[src/hdl/rf_pkg.sv]
//////////////////////////////////////////////////////////////////////
// widths and types shared by the register file and rename map
// register 0 is hardwired to zero; a write to it means no write
//////////////////////////////////////////////////////////////////////

package rf_pkg;

   localparam int NUM_REGS     = 32;
   localparam int REG_IDX_BITS = 5;
   localparam int VALUE_BITS   = 64;
   localparam int TAG_BITS     = 4;
   localparam int ZERO_REG     = 0;

   // plain vector types
   typedef logic [REG_IDX_BITS-1:0] reg_idx_t;
   typedef logic [VALUE_BITS-1:0]   reg_value_t;
   typedef logic [TAG_BITS-1:0]     rob_tag_t;
   typedef logic [NUM_REGS-1:0]     reg_mask_t;

   //////////////////////////////////////////////////////////////////////
   // slot structs
   //////////////////////////////////////////////////////////////////////

   // one retiring result from the reorder buffer
   typedef struct packed {
      logic       valid;
      reg_idx_t   dest;
      rob_tag_t   tag;
      reg_value_t value;
   } commit_slot_t;

   // one decoded instruction entering rename
   typedef struct packed {
      logic     valid;
      reg_idx_t rega;
      reg_idx_t regb;
      reg_idx_t dest;
      rob_tag_t tag;
   } dispatch_slot_t;

   // register file write port, dest of ZERO_REG is an idle port
   typedef struct packed {
      reg_idx_t   dest;
      reg_value_t value;
   } rf_write_t;

   // source operand handed to the reservation stations
   // ready=1 carries a value, ready=0 carries the producer tag
   typedef struct packed {
      logic       ready;
      rob_tag_t   tag;
      reg_value_t value;
   } operand_t;

   // control states
   typedef enum logic {
      RUN   = 1'b0,
      DRAIN = 1'b1
   } ctrl_state_t;

endpackage

[src/hdl/issue_control.sv]
//////////////////////////////////////////////////////////////////////
// run/drain control, one drain cycle follows every flush
// commits are never stalled, only dispatch is gated
//////////////////////////////////////////////////////////////////////

module issue_control (
   input  logic                   clock,
   input  logic                   reset,
   input  logic                   flush,
   input  rf_pkg::commit_slot_t   commit1,
   input  rf_pkg::commit_slot_t   commit2,
   input  rf_pkg::dispatch_slot_t dispatch1,
   input  rf_pkg::dispatch_slot_t dispatch2,
   output rf_pkg::rf_write_t      wr1,
   output rf_pkg::rf_write_t      wr2,
   output rf_pkg::rob_tag_t       commit_tag1,
   output rf_pkg::rob_tag_t       commit_tag2,
   output logic                   commit_tag_valid1,
   output logic                   commit_tag_valid2,
   output logic                   disp_en1,
   output logic                   disp_en2,
   output logic                   map_clear_all,
   output logic                   dispatch_ready
);

   import rf_pkg::*;

   ctrl_state_t state_q;

   // a flush while draining simply drains again
   always_ff @(posedge clock)
   begin
      if (reset)
      begin
         state_q <= RUN;
      end
      else
      begin
         state_q <= flush ? DRAIN : RUN;
      end
   end

   //////////////////////////////////////////////////////////////////////
   // dispatch gating
   //////////////////////////////////////////////////////////////////////

   assign dispatch_ready = !reset && (state_q == RUN);

   // the bundle in the flush cycle itself is dropped too
   assign disp_en1 = dispatch1.valid && dispatch_ready && !flush;
   assign disp_en2 = dispatch2.valid && dispatch_ready && !flush;

   assign map_clear_all = flush;

   //////////////////////////////////////////////////////////////////////
   // commit to write ports
   //////////////////////////////////////////////////////////////////////

   assign commit_tag_valid1 = commit1.valid && (commit1.dest != reg_idx_t'(ZERO_REG));
   assign commit_tag_valid2 = commit2.valid && (commit2.dest != reg_idx_t'(ZERO_REG));

   assign commit_tag1 = commit1.tag;
   assign commit_tag2 = commit2.tag;

   // idle slots become writes to register 0
   assign wr1.dest  = commit_tag_valid1 ? commit1.dest : reg_idx_t'(ZERO_REG);
   assign wr1.value = commit_tag_valid1 ? commit1.value : '0;
   assign wr2.dest  = commit_tag_valid2 ? commit2.dest : reg_idx_t'(ZERO_REG);
   assign wr2.value = commit_tag_valid2 ? commit2.value : '0;

endmodule

[config.mk]
export PLATFORM = sky130hd
export DESIGN_NAME = issue_control
export DESIGN_NICKNAME = d
export VERILOG_FILES = /design/src/hdl/rf_pkg.sv /design/src/hdl/issue_control.sv
export SDC_FILE = /design/constraint.sdc
export NUM_CORES = 1
export LEC_CHECK = 0
export BUFFER_PORTS_ARGS = -buffer_cell sky130_fd_sc_hd__buf_2
export CAP_MARGIN = 30
export CORE_AREA = 2 2 131 133
export DETAILED_ROUTE_END_ITERATION = 10
export DIE_AREA = 0 0 133 135
export GPL_ROUTABILITY_DRIVEN = 0
export GPL_TIMING_DRIVEN = 0
export HOLD_SLACK_MARGIN = 0.02
export SYNTH_ARGS = -nofsm -noshare
export SYNTH_HDL_FRONTEND = slang
export SYNTH_SLANG_ARGS = --single-unit
[constraint.sdc]
create_clock -name clock -period 3.2 [get_ports clock]
set_clock_uncertainty 0.2 [all_clocks]
set_input_delay 0.64 -clock clock [delete_from_list [all_inputs] [get_ports clock]]
set_output_delay 0.64 -clock clock [all_outputs]
set_load 0.03 [all_outputs]
## Word level (Yosys, flattened, before mapping)

Cells that the tools add are included.

| word-level totals | value |
|---|---|
| flip-flop bits (word level) | 1 |
| output and inout bits | 152 |
| input bits | 191 |
| logic and storage cells | 18 |

| operators by class | value |
|---|---|
| mux-type cells | 5 |
| bitwise logic cells | 1 |
| reduce and logical (&&, ||, !) cells | 11 |

Operator list:

| cell | count |
|---|---|
| two-way mux 64 bit | 2 |
| two-way mux 5 bit | 2 |
| nonzero test 5 bit | 2 |
| logical AND 1 bit | 7 |
| zero test 1 bit | 2 |
| two-way mux 1 bit | 1 |
| inverter 1 bit | 1 |

## Logic depth before layout (Yosys ltp)

| logic depth | value |
|---|---|
| word-level depth | 4 |
| mapped depth | 4 |
| depth with buffers taken out | 2 |

## Least setup slack after synthesis

Ideal clock, no wire load.

| timing | value |
|---|---|
| path kind | input to output |
| from | input commit1[73] in the netlist's numbering |
| to | output wr1[10] in the netlist's numbering |
| path slack | 763 ps |
| arrival time | 1597 ps |
| buffers on the path | 2 |
| stages | 4 |
| required time | 2360 ps |
| cells stage by stage | buf_2 -> clkbuf_1 -> nand2_1 -> a21oi_1 |

RTL lines:

| element | line | source |
|---|---|---|
| start, declared | issue_control.sv:10 | `input rf_pkg::commit_slot_t commit1,` |
| end, declared | issue_control.sv:14 | `output rf_pkg::rf_write_t wr1,` |

==> qor.yml <==
cells_and_area:
  largest_register_ffs: 1
  syn_to_final_growth_pct: 98.4
  largestRegisters: "state_q x1"
  nNetsFinal: 818
  largest-register: "state_q"
  diodes: 0
  layout-drive-gt1-share_pct: 59.7
synthesis:
  synth_common_cells: "nand2_1, a21oi_1, a21oi_2"
  syn_area_sq_mm: 0.00178
  ys_dominant_reg_cell: "dfxtp_1"
  ys_types: 16
  ys_seq_elements: 1
  seq_area_frac_synth_pct: 1.13
  synth.most_common_cell: "nand2_1"
  netlist_instances: 331
  yosysTopAreaCell: "nand2_1"
  ys.warnings.count: 0
  synth_edf_count: 0
  synthTopCellsByArea: "nand2_1, a21oi_2, a21oi_1, buf_4, clkbuf_1"
  async_flop_share_pct: 0
  synth_nets: 522
  syn_area_per_cell_sq_um: 5.36
  netlist.area_leader.share_pct: 27.1
flow_run:
  maxCapViolCount: 0
route:
  via_count: 3257
  drtIter0Drc: 127
  drc: 0
  drt_pass1_iterations: 5
  ant_nets: 0
  dr_wl_met2_mm: 5.07
  wl_met3_um: 555
  drt-met1-wl_mm: 4.76
  wl_per_cell_um: 12.3
  viasPerCell: 3.85
  totalWireLength_mm: 10.4
  maxUsedRoutingLayer: "met4"
global_routing:
  grt_overflow: 0
  grt_pass1_wl_mm: 14.9
  grt_pass1_vias: 2851
  grt_max_degree: 11
  antenna_found_initial: 0
  grt_use_total_pct: 9.91
setup_path:
  path_max_fanout: 10
  cp-end-kind: "output port"
  path_class: "in2out"
  start_kind: "input port"
  critPathArrivalTime_ns: 1.98
  required_ns: 2.36
floorplan:
  coreArea_sq_mm: 0.0164
  fp.dieArea_sq_mm: 0.0180
  fp.dieH_um: 135
  start_util_pct: 10.8
  io_pins: 343
  num_rows: 47
  die_w_um: 133
sta:
  period_needed_ns: 2.82
  slew_viol_final: 0
  clock.fmax_mhz: 355
  rsz0062_at_grt: "false"
  finalSetupTns_ns: 0
  tightestPinTransition_ns: 0.831
  fin_crit_sh_pct: 88.1
  final-hold-violation-count: 0
  setup_viol: 0
  max-slew-margin-rel_pct: 44.6
pwr:
  powerDensity_mw_per_mm2: 179
  leakagePower_nw: 2.06
  power_mw: 0.632
  vdd_ir_drop_max_v: 0.000115
outcome:
  outcome: "complete, no violations"
place:
  hpwl_mm: 9.09
  io_buffer_count: 294
clock_network:
  cts-hold-fix-buffers: 0
  clk_pin_slew_ns: 0
  cts_resized: 0
  postCtsSetupBuffers: 0
min_path:
  hp-class: "in2reg"
## power by group
part / internal, mW / total [mW] / switching [mW]
Clock: 0 / 0 / 0
Sequential: 0.0134 / 0.0137 / 0.000317
Combinational: 0.202 / 0.618 / 0.415
## layout by cell type, fill, tap and decap left out
cell,n
inv_1,2
buf_4,18
nor4_2,2
clkbuf_1,21
nor3_1,1
a21boi_1,2
buf_2,298
and2_1,12
nor2b_1,1
a21oi_2,50
dfxtp_1,1
nor2_1,1
buf_1,5
buf_6,5
a21oi_1,78
nand2_1,128
## through the flow
step | instance area (sq um) | setup WS (ns) | utilization (%) | instances | hold WS, ns
floorplan | 1780 | 0.763 | - | 331 | 0.512
global placement | 3520 | 0.379 | 21.5 | 845 | 0.633
detailed placement | 3520 | 0.370 | 21.5 | 845 | 0.634
CTS | 3520 | 0.373 | 21.5 | 845 | 0.634
global route | 3520 | 0.316 | 21.5 | 845 | 0.648
finish | 3520 | 0.382 | 21.5 | 845 | 0.635
## layer usage
layer	track usage, %	vias up
met5	0	-
met4	0.119	0
met3	0.526	4
met2	16.7	134
met1	14.8	1452
li1	-	1667
## worst max-delay path, stage by stage
cell	delay, ns
buf_2	0.11
inv_1	0.06
buf_4	0.16
buf_1	0.64
a21oi_2	0.13
buf_2	0.22
## cell type report
class,instances,area (sq um)
multi-input combinational,275,1440
tap,220,275
fill,1900,12900
buffer,53,309
inverter,2,7.51
timing repair buffer,294,1470
sequential,1,20.0
## kinds of logic (layout without fill, tap and decap cells)
kind of cell	Yosys count	in the layout	synth area share [%]
flops	1	1	1.13
simple gates	145	145	33.5
compound gates	130	130	47.5
buf+inv	55	349	17.8
## path summary, 6_finish.rpt
check / from / end / slack [ns] / depth (start not counted)
setup / recovery: commit1[68] / wr1[48] / 0.38 / 6
hold / removal: reset / state_q / 0.63 / 2
Power figures use the tool's default switching activity.
