[config.mk]
export PLATFORM = sky130hd
export DESIGN_NAME = rename_map
export DESIGN_NICKNAME = d
export VERILOG_FILES = /design/src/hdl/rf_pkg.sv /design/src/hdl/rename_map.sv
export SDC_FILE = /design/constraint.sdc
export NUM_CORES = 1
export LEC_CHECK = 0
export CORE_AREA = 2 2 239 241
export CTS_CLUSTER_SIZE = 28
export DETAILED_ROUTE_END_ITERATION = 10
export DIE_AREA = 0 0 241 243
export DONT_BUFFER_PORTS = 1
export GPL_TIMING_DRIVEN = 0
export PLACE_DENSITY = 0.51
export SLEW_MARGIN = 40
export SYNTH_ARGS = -nofsm -noshare
export SYNTH_HDL_FRONTEND = slang
export SYNTH_SLANG_ARGS = --single-unit
export TNS_END_PERCENT = 30
[constraint.sdc]
create_clock -name clock -period 6.5 [get_ports clock]
set_clock_uncertainty 0.05 [all_clocks]
set_input_delay 0.325 -clock clock [delete_from_list [all_inputs] [get_ports clock]]
set_output_delay 0.325 -clock clock [all_outputs]
set_load 0.01 [all_outputs]
[src/hdl/rf_pkg.sv]
//////////////////////////////////////////////////////////////////////
// widths and types shared by the register file and rename map
// register 0 is hardwired to zero; a write to it means no write
//////////////////////////////////////////////////////////////////////

package rf_pkg;

   localparam int NUM_REGS     = 32;
   localparam int REG_IDX_BITS = 5;
   localparam int VALUE_BITS   = 64;
   localparam int TAG_BITS     = 4;
   localparam int ZERO_REG     = 0;

   // plain vector types
   typedef logic [REG_IDX_BITS-1:0] reg_idx_t;
   typedef logic [VALUE_BITS-1:0]   reg_value_t;
   typedef logic [TAG_BITS-1:0]     rob_tag_t;
   typedef logic [NUM_REGS-1:0]     reg_mask_t;

   //////////////////////////////////////////////////////////////////////
   // slot structs
   //////////////////////////////////////////////////////////////////////

   // one retiring result from the reorder buffer
   typedef struct packed {
      logic       valid;
      reg_idx_t   dest;
      rob_tag_t   tag;
      reg_value_t value;
   } commit_slot_t;

   // one decoded instruction entering rename
   typedef struct packed {
      logic     valid;
      reg_idx_t rega;
      reg_idx_t regb;
      reg_idx_t dest;
      rob_tag_t tag;
   } dispatch_slot_t;

   // register file write port, dest of ZERO_REG is an idle port
   typedef struct packed {
      reg_idx_t   dest;
      reg_value_t value;
   } rf_write_t;

   // source operand handed to the reservation stations
   // ready=1 carries a value, ready=0 carries the producer tag
   typedef struct packed {
      logic       ready;
      rob_tag_t   tag;
      reg_value_t value;
   } operand_t;

   // control states
   typedef enum logic {
      RUN   = 1'b0,
      DRAIN = 1'b1
   } ctrl_state_t;

endpackage

[src/hdl/rename_map.sv]
//////////////////////////////////////////////////////////////////////
// busy/tag table per architectural register, register 0 never busy
// an entry clears only when its stored tag matches a committing tag
//////////////////////////////////////////////////////////////////////

module rename_map (
   input  logic                   clock,
   input  logic                   reset,

   // dispatch bundle and its accept strobes
   input  rf_pkg::dispatch_slot_t dispatch1,
   input  rf_pkg::dispatch_slot_t dispatch2,
   input  logic                   disp_en1,
   input  logic                   disp_en2,

   // commit information
   input  rf_pkg::rob_tag_t       commit_tag1,
   input  rf_pkg::rob_tag_t       commit_tag2,
   input  logic                   commit_tag_valid1,
   input  logic                   commit_tag_valid2,
   input  rf_pkg::reg_mask_t      clear_entries,
   input  logic                   clear_all,

   // forwarded values from the register file
   input  rf_pkg::reg_value_t     val1a,
   input  rf_pkg::reg_value_t     val1b,
   input  rf_pkg::reg_value_t     val2a,
   input  rf_pkg::reg_value_t     val2b,

   output rf_pkg::operand_t       op1a,
   output rf_pkg::operand_t       op1b,
   output rf_pkg::operand_t       op2a,
   output rf_pkg::operand_t       op2b
);

   import rf_pkg::*;

   reg_mask_t busy_q;
   rob_tag_t  tag_q [NUM_REGS];

   // entries retired this cycle, and what is still busy after that
   reg_mask_t clear_hit;
   reg_mask_t live_busy;

   // slot 2 sources that depend on slot 1 in the same bundle
   logic dep2a;
   logic dep2b;

   // operand from the table state and the in-bundle dependency
   function automatic operand_t build_operand(
      input logic       busy,
      input rob_tag_t   stored_tag,
      input logic       dep_hit,
      input rob_tag_t   dep_tag,
      input reg_value_t value
   );
      operand_t op;
      op = '0;
      if (dep_hit)
      begin
         op.tag = dep_tag;
      end
      else if (busy)
      begin
         op.tag = stored_tag;
      end
      else
      begin
         op.ready = 1'b1;
         op.value = value;
      end
      return op;
   endfunction

   //////////////////////////////////////////////////////////////////////
   // same-cycle clearing
   //////////////////////////////////////////////////////////////////////

   always_comb
   begin
      for (int j = 0; j < NUM_REGS; j++)
      begin
         clear_hit[j] = clear_entries[j] && busy_q[j] &&
                        ((commit_tag_valid1 && (tag_q[j] == commit_tag1)) ||
                         (commit_tag_valid2 && (tag_q[j] == commit_tag2)));
      end
   end

   assign live_busy = busy_q & ~clear_hit;

   //////////////////////////////////////////////////////////////////////
   // operand assembly
   //////////////////////////////////////////////////////////////////////

   // based on slot 1 valid so a held bundle reads the same every cycle
   assign dep2a = dispatch1.valid && (dispatch1.dest != reg_idx_t'(ZERO_REG)) &&
                  (dispatch2.rega == dispatch1.dest);
   assign dep2b = dispatch1.valid && (dispatch1.dest != reg_idx_t'(ZERO_REG)) &&
                  (dispatch2.regb == dispatch1.dest);

   assign op1a = build_operand(live_busy[dispatch1.rega], tag_q[dispatch1.rega],
                               1'b0, dispatch1.tag, val1a);
   assign op1b = build_operand(live_busy[dispatch1.regb], tag_q[dispatch1.regb],
                               1'b0, dispatch1.tag, val1b);
   assign op2a = build_operand(live_busy[dispatch2.rega], tag_q[dispatch2.rega],
                               dep2a, dispatch1.tag, val2a);
   assign op2b = build_operand(live_busy[dispatch2.regb], tag_q[dispatch2.regb],
                               dep2b, dispatch1.tag, val2b);

   //////////////////////////////////////////////////////////////////////
   // table update
   //////////////////////////////////////////////////////////////////////

   // flush first, then marking, then tag-matched clear
   always_ff @(posedge clock)
   begin
      if (reset || clear_all)
      begin
         busy_q <= '0;
      end
      else
      begin
         busy_q[ZERO_REG] <= 1'b0;
         for (int j = 1; j < NUM_REGS; j++)
         begin
            if ((disp_en2 && (dispatch2.dest == reg_idx_t'(j))) ||
                (disp_en1 && (dispatch1.dest == reg_idx_t'(j))))
            begin
               busy_q[j] <= 1'b1;
            end
            else if (clear_hit[j])
            begin
               busy_q[j] <= 1'b0;
            end
         end
      end
   end

   // tags only mean something while busy; slot 2 is younger
   always_ff @(posedge clock)
   begin
      for (int j = 1; j < NUM_REGS; j++)
      begin
         if (disp_en2 && (dispatch2.dest == reg_idx_t'(j)))
         begin
            tag_q[j] <= dispatch2.tag;
         end
         else if (disp_en1 && (dispatch1.dest == reg_idx_t'(j)))
         begin
            tag_q[j] <= dispatch1.tag;
         end
      end
   end

endmodule

Word level (Yosys, flattened, before mapping)
Memory sizes are Yosys's and may differ from the RTL's.
Cells that the tools add are included.
Word-level totals
  bits in registers: 32
  bits in writable memories: 128
  input port bits: 343
  logic and storage cells: 761
  memories kept: 1
Memories
  tag_q: words 32, width 4, rd ports 36, clocked after Yosys merged registers in 0, wr ports 31, RTL line rename_map.sv:39  | rob_tag_t tag_q [NUM_REGS];
Cells by class
  magnitude comparators: 4
  equal/unequal tests: 128
  muxes and demuxes: 274
  bitwise logic cells: 33
  reductions and logical operators: 289
Operator list (count)
  2-to-1 mux 64 bit: 6
  equality test 4 bit: 64
  2-to-1 mux 1 bit: 227
  logical AND 1 bit: 193
  equality test 5 bit (second input constant): 32
  2-to-1 mux 4 bit: 37
  equality test 5 x 4 -> 1 bit (second input constant): 16
  logical OR 1 bit: 64
  nonzero test 2 bit: 31
  equality test 5 x 3 -> 1 bit (second input constant): 8
  AND 32 bit: 1
  NOT 32 bit: 1
  bitwise OR 1 bit: 31
  < comparator 5 x 6 -> 1 bit (second input constant): 4
  binary-select mux 1 bit (select 5 bit): 4
  equality test 5 x 2 -> 1 bit (second input constant): 4
  equality test 5 x 1 -> 1 bit (second input constant): 2
  equality test 5 bit: 2
  nonzero test 5 bit: 1

Longest topological paths before layout
Gate-level depths: netlist of run 1.
  depth after elaboration: 10
  gate-level depth with buffers: 13
  depth with buffers taken out: 8

Least setup slack after synthesis of run 1
No wires, ideal clock.
  path kind: input to output
  from: input commit_tag1[3]
  to: output op2b[54] in the netlist's numbering
  arrival: 2.687 ns
  slack: 3.438 ns
  stages: 12
  path buffers: 5
  path through: buf_2 buf_6 buf_6 xor2_1 o41a_1 nand3_1 o21ai_1 a211o_1 a221o_1 buf_2 buf_6 a21boi_0
RTL lines
  start: declaration: RTL line rename_map.sv:17  | input rf_pkg::rob_tag_t commit_tag1,
  end: declaration: RTL line rename_map.sv:33  | output rf_pkg::operand_t op2b

==> results by group, run 1 <==
Placed design
  – Place WS: 1900 ps
  – Port bufs: 0
  – DP HPWL: 112000 um
  – Cell total after placement: 2600
  – GP Congestion: 1.26

Floorplan
  – Ports: 619
  – Die Span Y: 243 um
  – DIE AREA: 58600 um2
  – Die width: between 200 and 250 um
  – # rows: 87
  – Core footprint: 56000 um2
  – Initial Util: between 30% and 40%

Cells and area
  – Share of cells above drive strength 1: 22.7%
  – Final #Nets: roughly 2200
  – Reg area: 4340 um2
  – Most frequent cells in the layout: xor2_1, mux4_2, nand2_1
  – Area occupied by multi-input gates: 12600 um2
  – Most common cell after layout, fill and taps aside: xor2_1
  – Fillers: 5747
  – Finished Layout Cells: 2716
  – Area Growth Syn to Fin: 10.5%

Global route
  – First-pass GRT wire length: around 170000 um
  – Total grt overflow: 0
  – Gr usage total: between 40% and 50%
  – Vias in the first global route: around 16000
  – Antenna violations before repair: a little over 80
  – Pin count of the biggest net entering global routing: 17

Critical path
  – Crit-path max FO: 10
  – Slowest cell delay on critical path: 790 ps
  – Crit path kind: flop to output pin
  – WP buf/inv: 2
  – Delay-heaviest family, CP: simple AND/OR/NAND/NOR gates
  – Critical Path RT: 6120 ps
  – Worst setup EP type: output pin
  – Setup crit start kind: flop
  – Cell with the largest stage delay on the worst path: a21boi_0
  – Arrival @ worst endpoint: 4830 ps
  – Crit path cell chain: xor2_1, nor3_1, nand2_1, and2_1, mux4_2, o21ai_1, nand3_1, buf_2, clkbuf_1, a21boi_0

Yosys
  – Post-Syn Area: 17900 um2
  – Post-Synthesis Cells: 1841
  – Yosys warnings: 0
  – Synth top area cells: edfxtp_1, mux4_2, xor2_1, mux2_2, and2_1
  – Number of flops mapped to enable cells by yosys: 124
  – Count of state elements after synthesis: 155
  – Yosys cell types: 59
  – Syn Area/Cell: just under 10 um2
  – Synth area leader: edfxtp_1
  – Syn Nets: 2184
  – Sequential area share after synthesis: 24.2%
  – Ys flop type: edfxtp_1
  – Area fraction of the dominant cell type after synthesis: 20.8%
  – Asr flop ratio synth: 0%

Drt
  – Antenna-violating nets left: 0
  – Vias after detailed routing: 18700
  – Wire per inst: between 40 and 50 um
  – DRT Wirelength: 135000 um
  – DR pass1 iterations: 6
  – Via-to-Cell Ratio: 6.87
  – DRC viols: 0
  – Initial drt markers: 3596

Clock tree
  – Setup Buffers After CTS: 0
  – Clock buffer depth: 2
  – Clk root buf: clkbuf_16
  – # H-tree levels: 4
  – Reg clk slew, reported paths: 70 ps
  – Cts repair resizes: 0
  – Skew-Pair Late Insertion Delay: 470 ps
  – CTS tree: built
  – TritonCTS Buffers: 17
  – TritonCTS Sinks: 155
  – Post-cts hold buffer count: 0

Timing
  – Final setup fails: 0
  – Final period util: 80.0%
  – Tmin final: 5200 ps
  – Actual slew at the worst max-slew pin: 936 ps
  – Final Hold Viols: 0
  – RSZ-0062 raised after global routing: no
  – Slew margin rel.: 36.8%
  – Final count of pins violating max slew: 0
  – TNS Setup: 0 ps
  – Worst setup margin: approximately 1300 ps
  – Peak Freq: 192 MHz

Power
  – Peak supply drop: 0.000153 V
  – Pleak: 6.61 nW
  – PwrDens: 170 nW/um2

Job
  – Max-Cap Viols: 0

Outcome
  – Status: finished, final reports clean

Hold path
  – Worst hold path class: input pin to flop
[routing by layer]
metal | GRT usage (%) | part of all wire [%]
met3 | 31.7 | 20
met2 | 58.6 | 38
met1 | 53.9 | 36
met5 | 2.44 | 0.38
met4 | 21.2 | 5.8
[through the flow]
step | utilization, % | hold slack (ps) | cell area [um2] | power, mW
floorplan | - | 459 | 17900 | 1.85
global placement | 33.7 | 500 | 18900 | 2.25
detailed placement | 33.9 | 501 | 19000 | 2.26
CTS | 35.0 | 16.3 | 19600 | 3.29
global route | 35.2 | 22.2 | 19700 | 3.40
finish | 35.4 | 32.7 | 19800 | 3.36
[final cells by class]
type                            count  share of cell area (%)
Clock inverter                     11                   0.683
Sequential cell                   155                    21.9
Buffer                            184                    4.90
Tap cell                          756                    4.78
Inverter                           25                   0.474
Multi-Input combinational cell   1477                    63.8
Antenna cell                       82                    1.04
Clock buffer                       21                    2.23
Timing Repair Buffer                5                   0.139
[power by group]
part	internal, mW	switching (mW)
combinational	0.370	0.779
sequential	1.09	0.0600
clock	0.573	0.483
[cell usage after synthesis (5+ instances only)]
master,n
xor2_1,188
mux4_2,150
nand2_1,148
and2_1,135
edfxtp_1,124
clkbuf_1,109
mux2_2,107
a21oi_1,94
nor2_1,89
nand3_1,75
xnor2_1,70
a21boi_0,54
nor3_1,43
nand4_1,41
o21ai_0,39
buf_2,36
mux2i_1,33
dfxtp_1,31
buf_6,25
a211oi_1,20
o41a_1,20
inv_1,18
o211ai_1,15
nand2b_1,14
o21ba_2,12
a21boi_1,11
a31oi_1,11
a311oi_1,10
and3_1,9
buf_1,9
nor2b_1,9
a21oi_2,8
a41oi_1,8
o41ai_1,7
nand3b_1,6
buf_4,5
o22ai_1,5
[path summary, 6_finish.rpt]
| check | from | end | slack, ps | cells past startpoint |
|---|---|---|---|---|
| worst min register to register | busy_q[3]$_SDFFE_PP0P_ | busy_q[3]$_SDFFE_PP0P_ | 570 | 2 |
| worst min-delay path | dispatch1[2] | tag_q[31][2]$_DFFE_PP_ | 30 | 1 |
| worst max-delay path | tag_q[25][0]$_DFFE_PP_ | op2b[10] | 1300 | 10 |
| worst max register to register | tag_q[25][0]$_DFFE_PP_ | busy_q[25]$_SDFFE_PP0P_ | 4050 | 5 |
[state kept, by name, summed over array words and instances, names as in the netlist]
signal  flops
tag_q     124
busy_q     31
[cells by family after synthesis]
group	share of synthesized area, %
and+or+nand+nor	16.4
AOI/OAI and AO/OA	13.5
muxes	27.4
xor gates and xnor gates	12.6
buffers and inverters	5.78
DFF	24.2
Note: power is estimated with default switching activity, not from simulation.
==> run 2, diff against run 1 <==
==> constraint.sdc (replaced) <==
create_clock -name clock -period 4.95 [get_ports clock]
set_clock_uncertainty 0.05 [all_clocks]
set_input_delay 0.2475 -clock clock [delete_from_list [all_inputs] [get_ports clock]]
set_output_delay 0.2475 -clock clock [all_outputs]
set_load 0.01 [all_outputs]
==> run 2 against run 1 <==
Net effect:
- the run now ends with negative setup slack left
- critical endpoint is now op2b[6]
- global-route usage is 0.17 points higher
- highest routed layer unchanged
- first-iteration DRC count down 3.3%
- clock power grew 31%
- non-clock buffer count increased by 8
- die area unchanged
==> results by group, run 2 (synthesis gave the netlist of run 1 again) <==
Outcome
  – Status: finished with violations
  – Failing checks: negative setup slack

Clock tree
  – Reg clk slew, reported paths: 70 ps
  – TritonCTS Buffers: 17
  – CTS tree: built
  – Clock buffer depth: 2
  – Clk root buf: clkbuf_16
  – TritonCTS Sinks: 155
  – Skew-Pair Late Insertion Delay: 470 ps
  – # H-tree levels: 4
  – Setup Buffers After CTS: 0

Power
  – Clock power frac: approximately a third
  – Pleak: 6.65 nW
  – Cell internal pwr: 2.68 mW
  – Combinational share of power: 34.3%
  – Peak supply drop: 0.000200 V
  – PwrDens: 223 nW/um2
  – Seq pwr share: 34.2%
  – Net Switching: roughly 1.7 mW
  – Net Sw Frac: 39.5%

Drt
  – Vias after detailed routing: 18700
  – DR pass1 iterations: 7
  – DRC viols: 0
  – Wire per inst: roughly 50 um
  – Via-to-Cell Ratio: 6.85
  – DRT Wirelength: 135000 um
  – Initial drt markers: 3479
  – Antenna-violating nets left: 0

Critical path
  – WP buf/inv: 2
  – Worst setup EP type: output pin
  – Crit path kind: flop to output pin
  – Cell with the largest stage delay on the worst path: nor3_1
  – Critical Path RT: roughly 4700 ps
  – Crit-path max FO: 10
  – Delay-heaviest family, CP: simple AND/OR/NAND/NOR gates
  – Crit path cell chain: xor2_1, nor3_1, nand2_1, and2_1, mux4_2, o21ai_1, nand3_1, buf_2, clkbuf_1, a21boi_1
  – Setup crit start kind: flop
  – Slowest cell delay on critical path: around 700 ps
  – Arrival @ worst endpoint: 4720 ps

Floorplan
  – DIE AREA: 58600 um2
  – Core footprint: 56000 um2
  – Die Span Y: 243 um
  – Ports: 619
  – # rows: 87
  – Die width: 241 um
  – Initial Util: 32.0%

Hold path
  – Worst hold path class: input pin to flop

Placed design
  – Place WS: 506 ps
  – Cell total after placement: 2600
  – Port bufs: 0
  – DP HPWL: around 110000 um
  – GP Congestion: 1.26

Timing
  – Final Hold Viols: 0
  – RSZ-0062 raised after global routing: no
  – Slew margin rel.: 32.8%
  – Actual slew at the worst max-slew pin: 996 ps
  – Peak Freq: ~200 MHz
  – Tmin final: 5020 ps
  – Final count of pins violating max slew: 0
  – Final setup fails: 5
  – Hold Slack: 99.2 ps
  – Worst setup margin: -65.1 ps
  – Final period util: 101%

Cells and area
  – Area Growth Syn to Fin: 11.0%
  – Final #Nets: 2216
  – Top reg by flops: tag_q
  – Share of cells above drive strength 1: 22.6%
  – Finished Layout Cells: 2731
  – Top Registers: tag_q: 124 flops, busy_q: 31 flops
  – Most frequent cells in the layout: xor2_1, mux4_2, nand2_1
  – Most common cell after layout, fill and taps aside: xor2_1
  – Max reg flops: 124

Global route
  – Gr usage total: 44.9%
  – Vias in the first global route: 16500
  – Total grt overflow: 0
  – Antenna violations before repair: 83
  – Pin count of the biggest net entering global routing: 17
  – First-pass GRT wire length: 172000 um

Job
  – Max-Cap Viols: 0
-- run 2: worst paths after layout --
check                         start                       to  slack, ps  cells past startpoint
max reg2reg  tag_q[25][0]$_DFFE_PP_  busy_q[25]$_SDFFE_PP0P_       2520                      5
max          tag_q[25][0]$_DFFE_PP_                  op2b[6]        -70                     10
min reg2reg  busy_q[3]$_SDFFE_PP0P_   busy_q[3]$_SDFFE_PP0P_        570                      2
min                clear_entries[4]   busy_q[4]$_SDFFE_PP0P_        100                      3
-- run 2: metal layers --
| layer | up-vias | global-route usage (%) | share of wire (%) | wire [um] |
|---|---|---|---|---|
| met5 | - | 2.27 | 0.19 | 264 |
| met4 | 38 | 20.1 | 5.4 | 7380 |
| met3 | 331 | 31.8 | 21 | 27900 |
| met2 | 1966 | 59.3 | 38 | 52100 |
| met1 | 9313 | 54.3 | 35 | 47900 |
| li1 | 7047 | - | - | - |
-- run 2: cell type report --
type	count	area, um2
Fill cell	5746	36100
Antenna cell	89	223
Tap cell	756	946
Inverter	25	93.8
Clock inverter	11	135
Sequential cell	155	4340
Buffer	184	970
Multi-Input combinational cell	1477	12600
Timing Repair Buffer	13	108
Clock buffer	21	440
-- run 2: what timing repair did --
action / in CTS / in global routing
endpoints found under the setup margin: 0 / 3
hold buffers: 8 / 0
resized for setup: 0 / 3
hold endpoints to repair: 10 / 0
-- run 2: worst reg2reg max path, delay by kind of cell, from the launching register on --
family | cells | cell delay [ps]
compound gates | 1 | 230
xor+xnor | 1 | 230
flops | 1 | 600
simple gates | 3 | 1220
-- run 2: per-stage QoR --
stage	power, mW	utilization (%)	setup TNS (ps)	cell area [um2]
after CTS	4.33	35.1	0	19600
after detailed placement	2.97	33.9	0	19000
after floorplan	2.43	-	0	17900
after global routing	4.47	35.3	0	19700
after global placement	2.95	33.7	0	18900
final	4.43	35.5	-174	19900
-- run 2: power groups by stage --
stage | Combinational (mW) | Sequential [mW] | Clock [mW]
finish | 1.52 | 1.51 | 1.39
global route | 1.54 | 1.51 | 1.42
CTS | 1.45 | 1.50 | 1.37
detailed placement | 1.44 | 1.53 | 0
global placement | 1.42 | 1.53 | 0
floorplan | 0.940 | 1.49 | 0
